$ cat src/hdl/offload_pkg.sv
/*
 * Offload hub shared definitions: request and response payloads,
 * target encoding and the configuration instruction fields.
 */

package offload_pkg;

  // ---------------------------------------------------------------------
  // Widths and counts
  // ---------------------------------------------------------------------
  localparam int unsigned DataWidth  = 32;
  localparam int unsigned NumTargets = 3;

  // ---------------------------------------------------------------------
  // Offload channel payloads
  // ---------------------------------------------------------------------

  // One request from the core, 103 bits
  typedef struct packed {
    logic [4:0]           id;
    logic [1:0]           addr;
    logic [DataWidth-1:0] data_op;
    logic [DataWidth-1:0] data_arga;
    logic [DataWidth-1:0] data_argb;
  } acc_req_t;

  // One response to the core, 38 bits
  typedef struct packed {
    logic [4:0]           id;
    logic                 error;
    logic [DataWidth-1:0] data;
  } acc_rsp_t;

  // Target select carried in the request addr field.
  // Encoding 3 has no target behind it
  typedef enum logic [1:0] {
    TGT_FPU    = 2'd0,
    TGT_SHARED = 2'd1,
    TGT_SSR    = 2'd2
  } tgt_e;

  // ---------------------------------------------------------------------
  // Stream configuration instructions
  // ---------------------------------------------------------------------

  // 12-bit configuration address, register index above data mover index
  typedef struct packed {
    logic [6:0] reg_idx;
    logic [4:0] dm_idx;
  } cfg_addr_t;

  // Major opcode of all configuration instructions (custom-1 space)
  localparam logic [6:0] SsrCfgOpcode = 7'b0101011;

  // funct3 selects the form
  localparam logic [2:0] F3ScfgRi = 3'b001;
  localparam logic [2:0] F3ScfgWi = 3'b010;
  localparam logic [2:0] F3ScfgR  = 3'b101;
  localparam logic [2:0] F3ScfgW  = 3'b110;

endpackage

$ cat src/hdl/ssr_cfg_unit.sv
/*
 * Stream configuration unit. Decodes the immediate and register forms of
 * the configuration instructions, reads and writes the configuration bank
 * and returns one buffered response per request.
 */

`timescale 1ns/1ns

module ssr_cfg_unit #(
  parameter int unsigned NumSsrs    = 2,
  parameter int unsigned NumCfgRegs = 4
) (
  input  logic                 clk_i,
  input  logic                 rst_ni,
  input  offload_pkg::acc_req_t req_i,
  input  logic                 qvalid_i,
  output logic                 qready_o,
  output offload_pkg::acc_rsp_t rsp_o,
  output logic                 pvalid_o,
  input  logic                 pready_i
);

  import offload_pkg::*;

  // Index widths into the bank, at least one bit each
  localparam int unsigned DmSelWidth  = (NumSsrs > 1) ? $clog2(NumSsrs) : 1;
  localparam int unsigned RegSelWidth = (NumCfgRegs > 1) ? $clog2(NumCfgRegs) : 1;

  // ---------------------------------------------------------------------
  // Instruction decode
  // ---------------------------------------------------------------------
  logic [2:0]             funct3;
  logic                   is_imm;
  logic                   is_write;
  cfg_addr_t              cfg_addr;
  logic                   in_range;
  logic [DmSelWidth-1:0]  dm_sel;
  logic [RegSelWidth-1:0] reg_sel;

  assign funct3 = req_i.data_op[14:12];

  always_comb begin
    is_imm   = (funct3 == F3ScfgRi) || (funct3 == F3ScfgWi);
    is_write = (funct3 == F3ScfgWi) || (funct3 == F3ScfgW);
    // Immediate forms carry the address in the I-type immediate
    if (is_imm) begin
      cfg_addr = cfg_addr_t'(req_i.data_op[31:20]);
    end else begin
      cfg_addr = cfg_addr_t'(req_i.data_argb[11:0]);
    end
  end

  assign in_range = (cfg_addr.dm_idx < NumSsrs) && (cfg_addr.reg_idx < NumCfgRegs);
  assign dm_sel   = cfg_addr.dm_idx[DmSelWidth-1:0];
  assign reg_sel  = cfg_addr.reg_idx[RegSelWidth-1:0];

  // ---------------------------------------------------------------------
  // Configuration bank
  // ---------------------------------------------------------------------
  logic [NumSsrs-1:0][NumCfgRegs-1:0][DataWidth-1:0] cfg_q;
  logic [DataWidth-1:0]                              rdata;

  // Old value of the addressed register, zero outside the bank
  assign rdata = in_range ? cfg_q[dm_sel][reg_sel] : '0;

  // ---------------------------------------------------------------------
  // Handshake and response buffer
  // ---------------------------------------------------------------------
  logic     accept;
  logic     pvalid_q;
  acc_rsp_t rsp_q;

  // Take a new request when the buffer is free or drains this cycle
  assign qready_o = !pvalid_q || pready_i;
  assign accept   = qvalid_i && qready_o;

  always_ff @(posedge clk_i) begin
    if (rst_ni) begin
      cfg_q <= '0;
    end else if (accept && is_write && in_range) begin
      cfg_q[dm_sel][reg_sel] <= req_i.data_arga;
    end
  end

  always_ff @(posedge clk_i) begin
    if (rst_ni) begin
      pvalid_q <= 1'b0;
    end else if (accept) begin
      pvalid_q <= 1'b1;
    end else if (pready_i) begin
      pvalid_q <= 1'b0;
    end
  end

  always_ff @(posedge clk_i) begin
    if (accept) begin
      // Writes return id 0 so the core does no write-back
      rsp_q.id    <= is_write ? 5'd0 : req_i.id;
      rsp_q.error <= 1'b0;
      rsp_q.data  <= rdata;
    end
  end

  assign rsp_o    = rsp_q;
  assign pvalid_o = pvalid_q;

  // ---------------------------------------------------------------------
  // Assertions
  // ---------------------------------------------------------------------

  // Only configuration instructions are routed here
  assert property (@(posedge clk_i) disable iff (rst_ni)
    accept |-> (req_i.data_op[6:0] == SsrCfgOpcode))
    else $error("ssr_cfg_unit: accepted request with foreign opcode");

  // Buffered response waits for the arbiter
  assert property (@(posedge clk_i) disable iff (rst_ni)
    (pvalid_o && !pready_i) |=> (pvalid_o && $stable(rsp_o)))
    else $error("ssr_cfg_unit: response dropped or changed under back-pressure");

endmodule

$ cat src/hdl/offload_xbar.sv
/*
 * Offload crossbar. Steers core requests to one target by the addr field
 * and merges the target responses with a round-robin arbiter.
 */

`timescale 1ns/1ns

module offload_xbar (
  input  logic                                            clk_i,
  input  logic                                            rst_ni,
  // Core side
  input  offload_pkg::acc_req_t                           acc_req_i,
  input  logic                                            acc_qvalid_i,
  output logic                                            acc_qready_o,
  output offload_pkg::acc_rsp_t                           acc_rsp_o,
  output logic                                            acc_pvalid_o,
  input  logic                                            acc_pready_i,
  // Target side, indexed by target number
  output logic                  [offload_pkg::NumTargets-1:0] tgt_qvalid_o,
  input  logic                  [offload_pkg::NumTargets-1:0] tgt_qready_i,
  input  offload_pkg::acc_rsp_t [offload_pkg::NumTargets-1:0] tgt_rsp_i,
  input  logic                  [offload_pkg::NumTargets-1:0] tgt_pvalid_i,
  output logic                  [offload_pkg::NumTargets-1:0] tgt_pready_o
);

  import offload_pkg::*;

  // ---------------------------------------------------------------------
  // Request steering
  // ---------------------------------------------------------------------
  always_comb begin
    for (int unsigned i = 0; i < NumTargets; i++) begin
      tgt_qvalid_o[i] = acc_qvalid_i && (acc_req_i.addr == 2'(i));
    end
  end

  // Addr 3 has no target and is never ready
  assign acc_qready_o = (acc_req_i.addr < NumTargets) ? tgt_qready_i[acc_req_i.addr] : 1'b0;

  // ---------------------------------------------------------------------
  // Response arbitration
  // ---------------------------------------------------------------------
  tgt_e rr_q;
  tgt_e rr_gnt;
  tgt_e gnt_q;
  tgt_e gnt_sel;
  tgt_e rr_next;
  logic lock_q;
  logic rsp_hs;

  // First valid target at or after the pointer
  always_comb begin : rr_search
    int unsigned idx;
    logic        found;
    rr_gnt = rr_q;
    found  = 1'b0;
    for (int unsigned k = 0; k < NumTargets; k++) begin
      idx = (int'(rr_q) + k) % NumTargets;
      if (!found && tgt_pvalid_i[idx]) begin
        rr_gnt = tgt_e'(idx);
        found  = 1'b1;
      end
    end
  end

  // A stalled response keeps its grant until it is taken
  assign gnt_sel = lock_q ? gnt_q : rr_gnt;

  assign acc_pvalid_o = tgt_pvalid_i[gnt_sel];
  assign acc_rsp_o    = tgt_rsp_i[gnt_sel];
  assign rsp_hs       = acc_pvalid_o && acc_pready_i;

  always_comb begin
    for (int unsigned i = 0; i < NumTargets; i++) begin
      tgt_pready_o[i] = acc_pready_i && (gnt_sel == tgt_e'(i));
    end
  end

  // Pointer wraps from the last target back to the first
  assign rr_next = (gnt_sel == TGT_SSR) ? TGT_FPU : tgt_e'(gnt_sel + 2'd1);

  always_ff @(posedge clk_i) begin
    if (rst_ni) begin
      rr_q   <= TGT_FPU;
      lock_q <= 1'b0;
      gnt_q  <= TGT_FPU;
    end else begin
      if (rsp_hs) begin
        rr_q <= rr_next;
      end
      lock_q <= acc_pvalid_o && !acc_pready_i;
      gnt_q  <= gnt_sel;
    end
  end

  // ---------------------------------------------------------------------
  // Assertions
  // ---------------------------------------------------------------------

  // The core only offloads to existing targets
  assert property (@(posedge clk_i) disable iff (rst_ni)
    acc_qvalid_i |-> (acc_req_i.addr != 2'd3))
    else $error("offload_xbar: request to unmapped target 3");

  // Grant and payload hold while the core stalls
  assert property (@(posedge clk_i) disable iff (rst_ni)
    (acc_pvalid_o && !acc_pready_i) |=> (acc_pvalid_o && $stable(acc_rsp_o)))
    else $error("offload_xbar: response unstable under back-pressure");

endmodule

$ cat src/hdl/offload_hub.sv
/*
 * Offload hub top level. Connects the core offload channel to the FPU
 * and shared multiply/divide ports and to the stream configuration unit.
 */

`timescale 1ns/1ns

module offload_hub #(
  parameter int unsigned NumSsrs    = 2,
  parameter int unsigned NumCfgRegs = 4
) (
  input  logic                  clk_i,
  input  logic                  rst_ni,
  // Core offload channel
  input  offload_pkg::acc_req_t acc_req_i,
  input  logic                  acc_qvalid_i,
  output logic                  acc_qready_o,
  output offload_pkg::acc_rsp_t acc_rsp_o,
  output logic                  acc_pvalid_o,
  input  logic                  acc_pready_i,
  // FPU subsystem
  output logic                  fpu_qvalid_o,
  input  logic                  fpu_qready_i,
  input  offload_pkg::acc_rsp_t fpu_rsp_i,
  input  logic                  fpu_pvalid_i,
  output logic                  fpu_pready_o,
  // Shared multiply/divide unit
  output logic                  shared_qvalid_o,
  input  logic                  shared_qready_i,
  input  offload_pkg::acc_rsp_t shared_rsp_i,
  input  logic                  shared_pvalid_i,
  output logic                  shared_pready_o
);

  import offload_pkg::*;

  logic     [NumTargets-1:0] tgt_qvalid;
  logic     [NumTargets-1:0] tgt_qready;
  acc_rsp_t [NumTargets-1:0] tgt_rsp;
  logic     [NumTargets-1:0] tgt_pvalid;
  logic     [NumTargets-1:0] tgt_pready;

  // Configuration unit handshake
  logic     ssr_qvalid;
  logic     ssr_qready;
  acc_rsp_t ssr_rsp;
  logic     ssr_pvalid;
  logic     ssr_pready;

  // ---------------------------------------------------------------------
  // Target port mapping
  // ---------------------------------------------------------------------
  assign fpu_qvalid_o          = tgt_qvalid[TGT_FPU];
  assign shared_qvalid_o       = tgt_qvalid[TGT_SHARED];
  assign ssr_qvalid            = tgt_qvalid[TGT_SSR];
  assign tgt_qready[TGT_FPU]    = fpu_qready_i;
  assign tgt_qready[TGT_SHARED] = shared_qready_i;
  assign tgt_qready[TGT_SSR]    = ssr_qready;
  assign tgt_rsp[TGT_FPU]       = fpu_rsp_i;
  assign tgt_rsp[TGT_SHARED]    = shared_rsp_i;
  assign tgt_rsp[TGT_SSR]       = ssr_rsp;
  assign tgt_pvalid[TGT_FPU]    = fpu_pvalid_i;
  assign tgt_pvalid[TGT_SHARED] = shared_pvalid_i;
  assign tgt_pvalid[TGT_SSR]    = ssr_pvalid;
  assign fpu_pready_o          = tgt_pready[TGT_FPU];
  assign shared_pready_o       = tgt_pready[TGT_SHARED];
  assign ssr_pready            = tgt_pready[TGT_SSR];

  offload_xbar i_offload_xbar (
    .clk_i        (clk_i),
    .rst_ni       (rst_ni),
    .acc_req_i    (acc_req_i),
    .acc_qvalid_i (acc_qvalid_i),
    .acc_qready_o (acc_qready_o),
    .acc_rsp_o    (acc_rsp_o),
    .acc_pvalid_o (acc_pvalid_o),
    .acc_pready_i (acc_pready_i),
    .tgt_qvalid_o (tgt_qvalid),
    .tgt_qready_i (tgt_qready),
    .tgt_rsp_i    (tgt_rsp),
    .tgt_pvalid_i (tgt_pvalid),
    .tgt_pready_o (tgt_pready)
  );

  ssr_cfg_unit #(
    .NumSsrs    (NumSsrs),
    .NumCfgRegs (NumCfgRegs)
  ) i_ssr_cfg_unit (
    .clk_i    (clk_i),
    .rst_ni   (rst_ni),
    .req_i    (acc_req_i),
    .qvalid_i (ssr_qvalid),
    .qready_o (ssr_qready),
    .rsp_o    (ssr_rsp),
    .pvalid_o (ssr_pvalid),
    .pready_i (ssr_pready)
  );

endmodule

$ cat config.mk
export PLATFORM = sky130hd
export DESIGN_NAME = offload_hub
export DESIGN_NICKNAME = d
export VERILOG_FILES = /design/src/hdl/offload_pkg.sv /design/src/hdl/ssr_cfg_unit.sv /design/src/hdl/offload_xbar.sv /design/src/hdl/offload_hub.sv
export SDC_FILE = /design/constraint.sdc
export NUM_CORES = 1
export LEC_CHECK = 0
export ABC_AREA = 1
export CAP_MARGIN = 20
export CORE_MARGIN = 8
export CORE_UTILIZATION = 40
export CTS_CLUSTER_SIZE = 8
export DETAILED_ROUTE_END_ITERATION = 10
export DONT_BUFFER_PORTS = 1
export PLACE_DENSITY = 0.56
export SYNTH_ARGS = -nofsm -noshare
export SYNTH_HDL_FRONTEND = slang
export SYNTH_SLANG_ARGS = --single-unit
$ cat constraint.sdc
create_clock -name clk_i -period 2.8 [get_ports clk_i]
set_input_delay 0.56 -clock clk_i [delete_from_list [all_inputs] [get_ports clk_i]]
set_output_delay 0.56 -clock clk_i [all_outputs]
set_load 0.02 [all_outputs]
# Word level (Yosys, flattened, before mapping)

Cells that the tools add are included.

Mux-type cells: 32
$add $sub $neg: 3
Reductions and logical operators: 26
Equal/unequal tests: 7
Magnitude comparators: 12
Divide/modulo/power cells: 3

Operators by type and width:

| kind                    | count |
|---|---|
| $mux W128               | 3 |
| $bwmux W256             | 1 |
| $demux W128 S1          | 1 |
| $lt A32 B3 Y1 const B   | 3 |
| $bmux W38 S2            | 1 |
| $bmux W32 S2            | 1 |
| $demux W32 S2           | 1 |
| $mod A32 B2 Y32 const B | 2 |
| $mux W32                | 2 |
| $mux W38                | 1 |
| $mod A2 B2 Y32 const B  | 1 |
| $logic_and A1 B1 Y1     | 16 |
| $mux W12                | 1 |
| $bmux W1 S2             | 5 |
| $mux W1                 | 10 |
| $mux W2                 | 5 |
| $lt A2 B3 Y1 const B    | 3 |
| $lt A7 B3 Y1 const B    | 1 |
| $lt A5 B2 Y1 const B    | 1 |
| $eq A2 B1 Y1 const B    | 2 |
| $eq A2 B2 Y1 const B    | 2 |
| $logic_not A1 Y1        | 4 |
| $logic_not A2 Y1        | 2 |
| $add A2 B1 Y3 const B   | 1 |
| 11 further kinds        | 13 |

Register bits after elaboration: 299
Output and inout bits: 44

# Logic depth before layout (Yosys ltp)

Depth in word-level cells: 17
Mapped depth: 20
Mapped depth without buffers: 19

# Modules after synthesis

From an unflattened synthesis, not the netlist that was laid out.

Cell total of the unflattened synthesis: 2589
Area, all modules: 16410.7 µm²

By module, submodules not included:

| module       | area an instance (µm²) | cells each | seq. area each (µm²) | instances |
|---|---|---|---|---|
| ssr_cfg_unit | 14865.5                | 2311       | 6256.0               | 1 |
| offload_xbar | 1545.2                 | 278        | 100.1                | 1 |

# Worst setup path after synthesis

OpenSTA, ideal clock, no wires.

Path kind: register to register
Start point: register i_offload_xbar.rr_q[0]
End point: register i_ssr_cfg_unit.rsp_q, in the netlist i_ssr_cfg_unit.rsp_o[0], enable pin
Stages on the path, launching flop included: 17
Required time: 2.409 ns
Slack: -0.258 ns
Period minus slack after synthesis: 3.058 ns
Arrival time: 2.666 ns
Buffers on the path: 1
Cells stage by stage: dfxtp_1 -> inv_1 -> ha_1 -> inv_1 -> nand2_1 -> nand2_1 -> nand3_1 -> nand2_1 -> nor2_1 -> nor2_1 -> nor2_1 -> nor2_4 -> nand3_1 -> nand2_1 -> buf_6 -> nand2_1 -> inv_1

Longest elaborated chain between the ends: 15

Ends and longest elaborated chain:

| item                                                                    | line               | text |
|---|---|---|
| start, declared                                                         | offload_xbar.sv:43 | `tgt_e rr_q;` |
| start signal, assigned                                                  | offload_xbar.sv:89 | `rr_q <= rr_next;` |
| parallel branches: the longest is 9 deep, another holds $mod A32 B2 Y32 | -                  |  |
| $mux W2 *                                                               | offload_xbar.sv:59 | `if (!found && tgt_pvalid_i[idx]) begin` |
| $mux W2 *                                                               | offload_xbar.sv:67 | `assign gnt_sel = lock_q ? gnt_q : rr_gnt;` |
| $eq A2 B2 Y1 *                                                          | offload_xbar.sv:75 | `tgt_pready_o[i] = acc_pready_i && (gnt_sel == tgt_e'(i));` |
| $logic_and A1 B1 Y1 *                                                   | offload_xbar.sv:75 |  |
| $logic_or A1 B1 Y1 *                                                    | ssr_cfg_unit.sv:74 | `assign qready_o = !pvalid_q \|\| pready_i;` |
| $logic_and A1 B1 Y1 *                                                   | ssr_cfg_unit.sv:75 | `assign accept = qvalid_i && qready_o;` |
| net i_ssr_cfg_unit.accept                                               | ssr_cfg_unit.sv:69 | `logic accept;` |
| end, declared                                                           | ssr_cfg_unit.sv:71 | `acc_rsp_t rsp_q;` |

Mark *: on every way through the listed nets, which the timed path passes. The select of a mux whose other input is x is not followed.
A chain may end at the register's enable or synchronous reset.

==> results.tsv <==
metric	value	unit
status	finished with violations	
input/output buffers	0	
vias in the first global route	12800	
Critical path origin	i_offload_xbar.rr_q[1]$_SDFFE_PP0P_	
final hold vios	0	
crit path cell chain	buf_6 > ha_4 > inv_4 > nand2_1 > nand3_2 > nand2_2 > nand3_1 > nand2_1 > nor2_2 > nor2_2 > nor2_4 > clkinv_4 > nor2_4 > buf_6 > clkbuf_16 > nand2_4 > nand3_4	
Via density	5.02	
area of the die	0.0429	mm^2
Die X	207	um
drt first-iter violations	930	
Reg-to-Reg Start	i_offload_xbar.rr_q[1]$_SDFFE_PP0P_	
Post-synth ARST share	0	%
CP endpoint kind	primary output	
critical path depth	17	
Rel. slew slack	53.5	%
CP bufs+invs	5	
Fill cells	3452	
initial antenna violation count	0	
# diodes	0	
synth top area cells	dfxtp_1 36%, nand2_1 17%, nor2_1 14%	
Final min period	3420	ps
post-synthesis sequential area ratio	43.5	%
post-route ant nets	0	
Setup WS post-layout	-624	ps
Die Y	207	um
cell area after synthesis	0.0146	mm^2
total core area	0.0363	mm^2
CTS Sinks	299	
layout cells sized above 1	14.1	%
fmax	292	MHz
FF+latch count, synth	299	
largest net degree at the start of global routing	76	
area share of the largest cell type after synthesis	35.9	%
clock-pin slew on the worst setup and hold paths	60	ps
clk_lat worst skew	530	ps
synthesized instance count	2254	
Residual DRC	0	
Non-Filler Instances	2761	
Worst Clk Skew	9.85	ps
worst hold path type	primary input to register	
critical path peak fanout	7	
GRT overflow	0	
Placed Cells incl. Taps	2661	
area delta synth->final	27.1	%
# rows	70	
Avg Inst Size Synth	6.48	um^2
IO Pins	231	
All-Layer GR Usage	21.5	%
Least-Margin Pin Slew	695	ps
PnR Total Power	16800	uW
Critical Path Sink	acc_rsp_o[24]	
global-route wire length before repair	73700	um
CP Launch Type	register	
Worst R2R Setup Slack	-170	ps
Util after Layout	51.2	%
Initial Util	40.3	%
gpl congestion	0.836	
synth warn	0	
Total Nets Final	2466	
CP Class	register to primary output	
vias post-DR	13900	
Post-Syn Nets	2445	
CP peak stage delay	320	ps
Critical Path RT	2240	ps
final setup vio count	310	
Slew Viols, Final	0	
TritonCTS Buffers	43	
FF-to-FF path depth	22	
Placed Area	0.0158	mm^2
Post-Route WL	50800	um
H-tree depth	2	
CTS root buf	clkbuf_16	
Critical-path top delay cell	dfxtp_2	
Post-synth EDFFs	37	
CTS tree	built	
failing checks	negative setup slack	
drt pass-1 iters	5	
CTS Buffer Depth	3	
WP data arrival	2860	ps
Max-Cap Viols	0	
static leakage	0.00924	uW
fin crit share	122	%
delay-heaviest family, CP	simple AND/OR/NAND/NOR gates	
post-synth cell types	31	
DP HPWL	29400	um
Worst IR Drop VDD	789	uV
most frequent cell after synthesis	nand2_1	
post-route cell area	0.0186	mm^2
wire length per cell	18.4	um
RSZ-0062 raised after global routing	yes	
FF-to-FF End	i_ssr_cfg_unit.cfg_q[8]$_SDFFE_PP0P_	
top_reg_cell synth	dfxtp_1	
Power Density	905	mW/mm^2
most frequent cells after synthesis	648 x nand2_1, 546 x nor2_1, 298 x inv_1	
largest area contributor in the netlist	dfxtp_1	
## timing repair
item | in CTS | in global routing
pin swaps | 15 | 32
gates cloned | 6 | 13
gates resized for setup | 104 | 121
endpoints found under the setup margin | 152 | 334
setup buffers | 12 | 7
hold buffers | 0 | 0
hold endpoints to repair | 0 | 0
## worst reg2reg max path, stage by stage (launching register included)
cell and delay [ps]:
dfxtp_2 320, buf_6 120, ha_4 280, inv_4 90, nand2_1 80, nand3_2 80
nand2_2 70, nand3_1 60, nand2_1 60, nor2_2 140, nor2_2 70, nor2_4 140
buf_4 120, buf_4 110, nand3_2 60, nand2_2 90, buf_6 120, buf_12 150
nand4_4 110, buf_12 220, clkbuf_16 200, nor2_1 100, nor2_1 60
## stage by stage
step                      hold WS (ps)  worst slack (ps)  setup TNS (ps)
after CTS                         80.7              -509          -19660
after floorplan                    488              28.5               0
final                             97.0              -624          -39710
after global placement             496              -116           -2570
after global routing              79.5              -744          -80440
after detailed placement           497              -221           -8170
## kinds of logic after synthesis
kind of cell             Yosys count  share of synthesized area (%)
buffers and inverters            453                           12.2
AO/OA/AOI/OAI                    177                           7.87
AND/OR/NAND/NOR                 1321                           36.1
adder cells (fa/ha/maj)            4                          0.342
flip-flops                       299                           43.5
## area by class of cell
type	count	area, um^2	area share, %
multi-input cells	1502	7370	39.7
flip-flops and latches	299	6360	34.2
repair buffers	124	1850	9.94
clock buffers	61	1190	6.39
inverters	305	1170	6.31
well taps	468	586	3.15
clock inverters	2	50.0	0.269
## layer usage
| layer | GRT usage, % | wire, um |
|---|---|---|
| met4 | 6.85 | 1550 |
| met1 | 27.7 | 22100 |
| met5 | 0 | 0 |
| met2 | 36.0 | 23700 |
| met3 | 4.00 | 3460 |
## registers in the layout, summed over array words and instances, names as in the netlist
signal                   cells
i_offload_xbar.gnt_q         2
i_offload_xbar.lock_q        1
i_offload_xbar.rr_q          2
i_ssr_cfg_unit.cfg_q       256
i_ssr_cfg_unit.pvalid_o      1
i_ssr_cfg_unit.rsp_o        37
## worst min-delay path by stage
stage / endpoint / start / cells past startpoint / slack (ps)
global route: i_ssr_cfg_unit.pvalid_o$_SDFFE_PP0P_ / rst_ni / 1 / 80
global placement: i_ssr_cfg_unit.cfg_q[64]$_SDFFE_PP0P_ / i_ssr_cfg_unit.cfg_q[64]$_SDFFE_PP0P_ / 4 / 500
CTS: i_ssr_cfg_unit.pvalid_o$_SDFFE_PP0P_ / rst_ni / 1 / 80
floorplan: i_ssr_cfg_unit.cfg_q[125]$_SDFFE_PP0P_ / i_ssr_cfg_unit.cfg_q[125]$_SDFFE_PP0P_ / 4 / 490
detailed placement: i_ssr_cfg_unit.cfg_q[65]$_SDFFE_PP0P_ / i_ssr_cfg_unit.cfg_q[65]$_SDFFE_PP0P_ / 4 / 500
finish: i_ssr_cfg_unit.pvalid_o$_SDFFE_PP0P_ / rst_ni / 1 / 100
## cells in the final DEF (no fill, tap or decap), types with 37 or more instances in the layout
cell,instances
o22ai_1,65
buf_4,49
buf_12,39
dfxtp_1,260
edfxtp_1,37
nand2_1,587
clkbuf_16,56
nand3_1,60
inv_1,291
nor2_1,530
## where the power goes
group          total, uW  switching [uW]  internal [uW]  leakage (uW)
logic               7510            4590           2920       0.00619
registers           4420            29.2           4390       0.00246
clock network       4870            1880           2990      0.000597
total              16800            6500          10300       0.00924
Note: power is estimated with default switching activity, not from simulation.
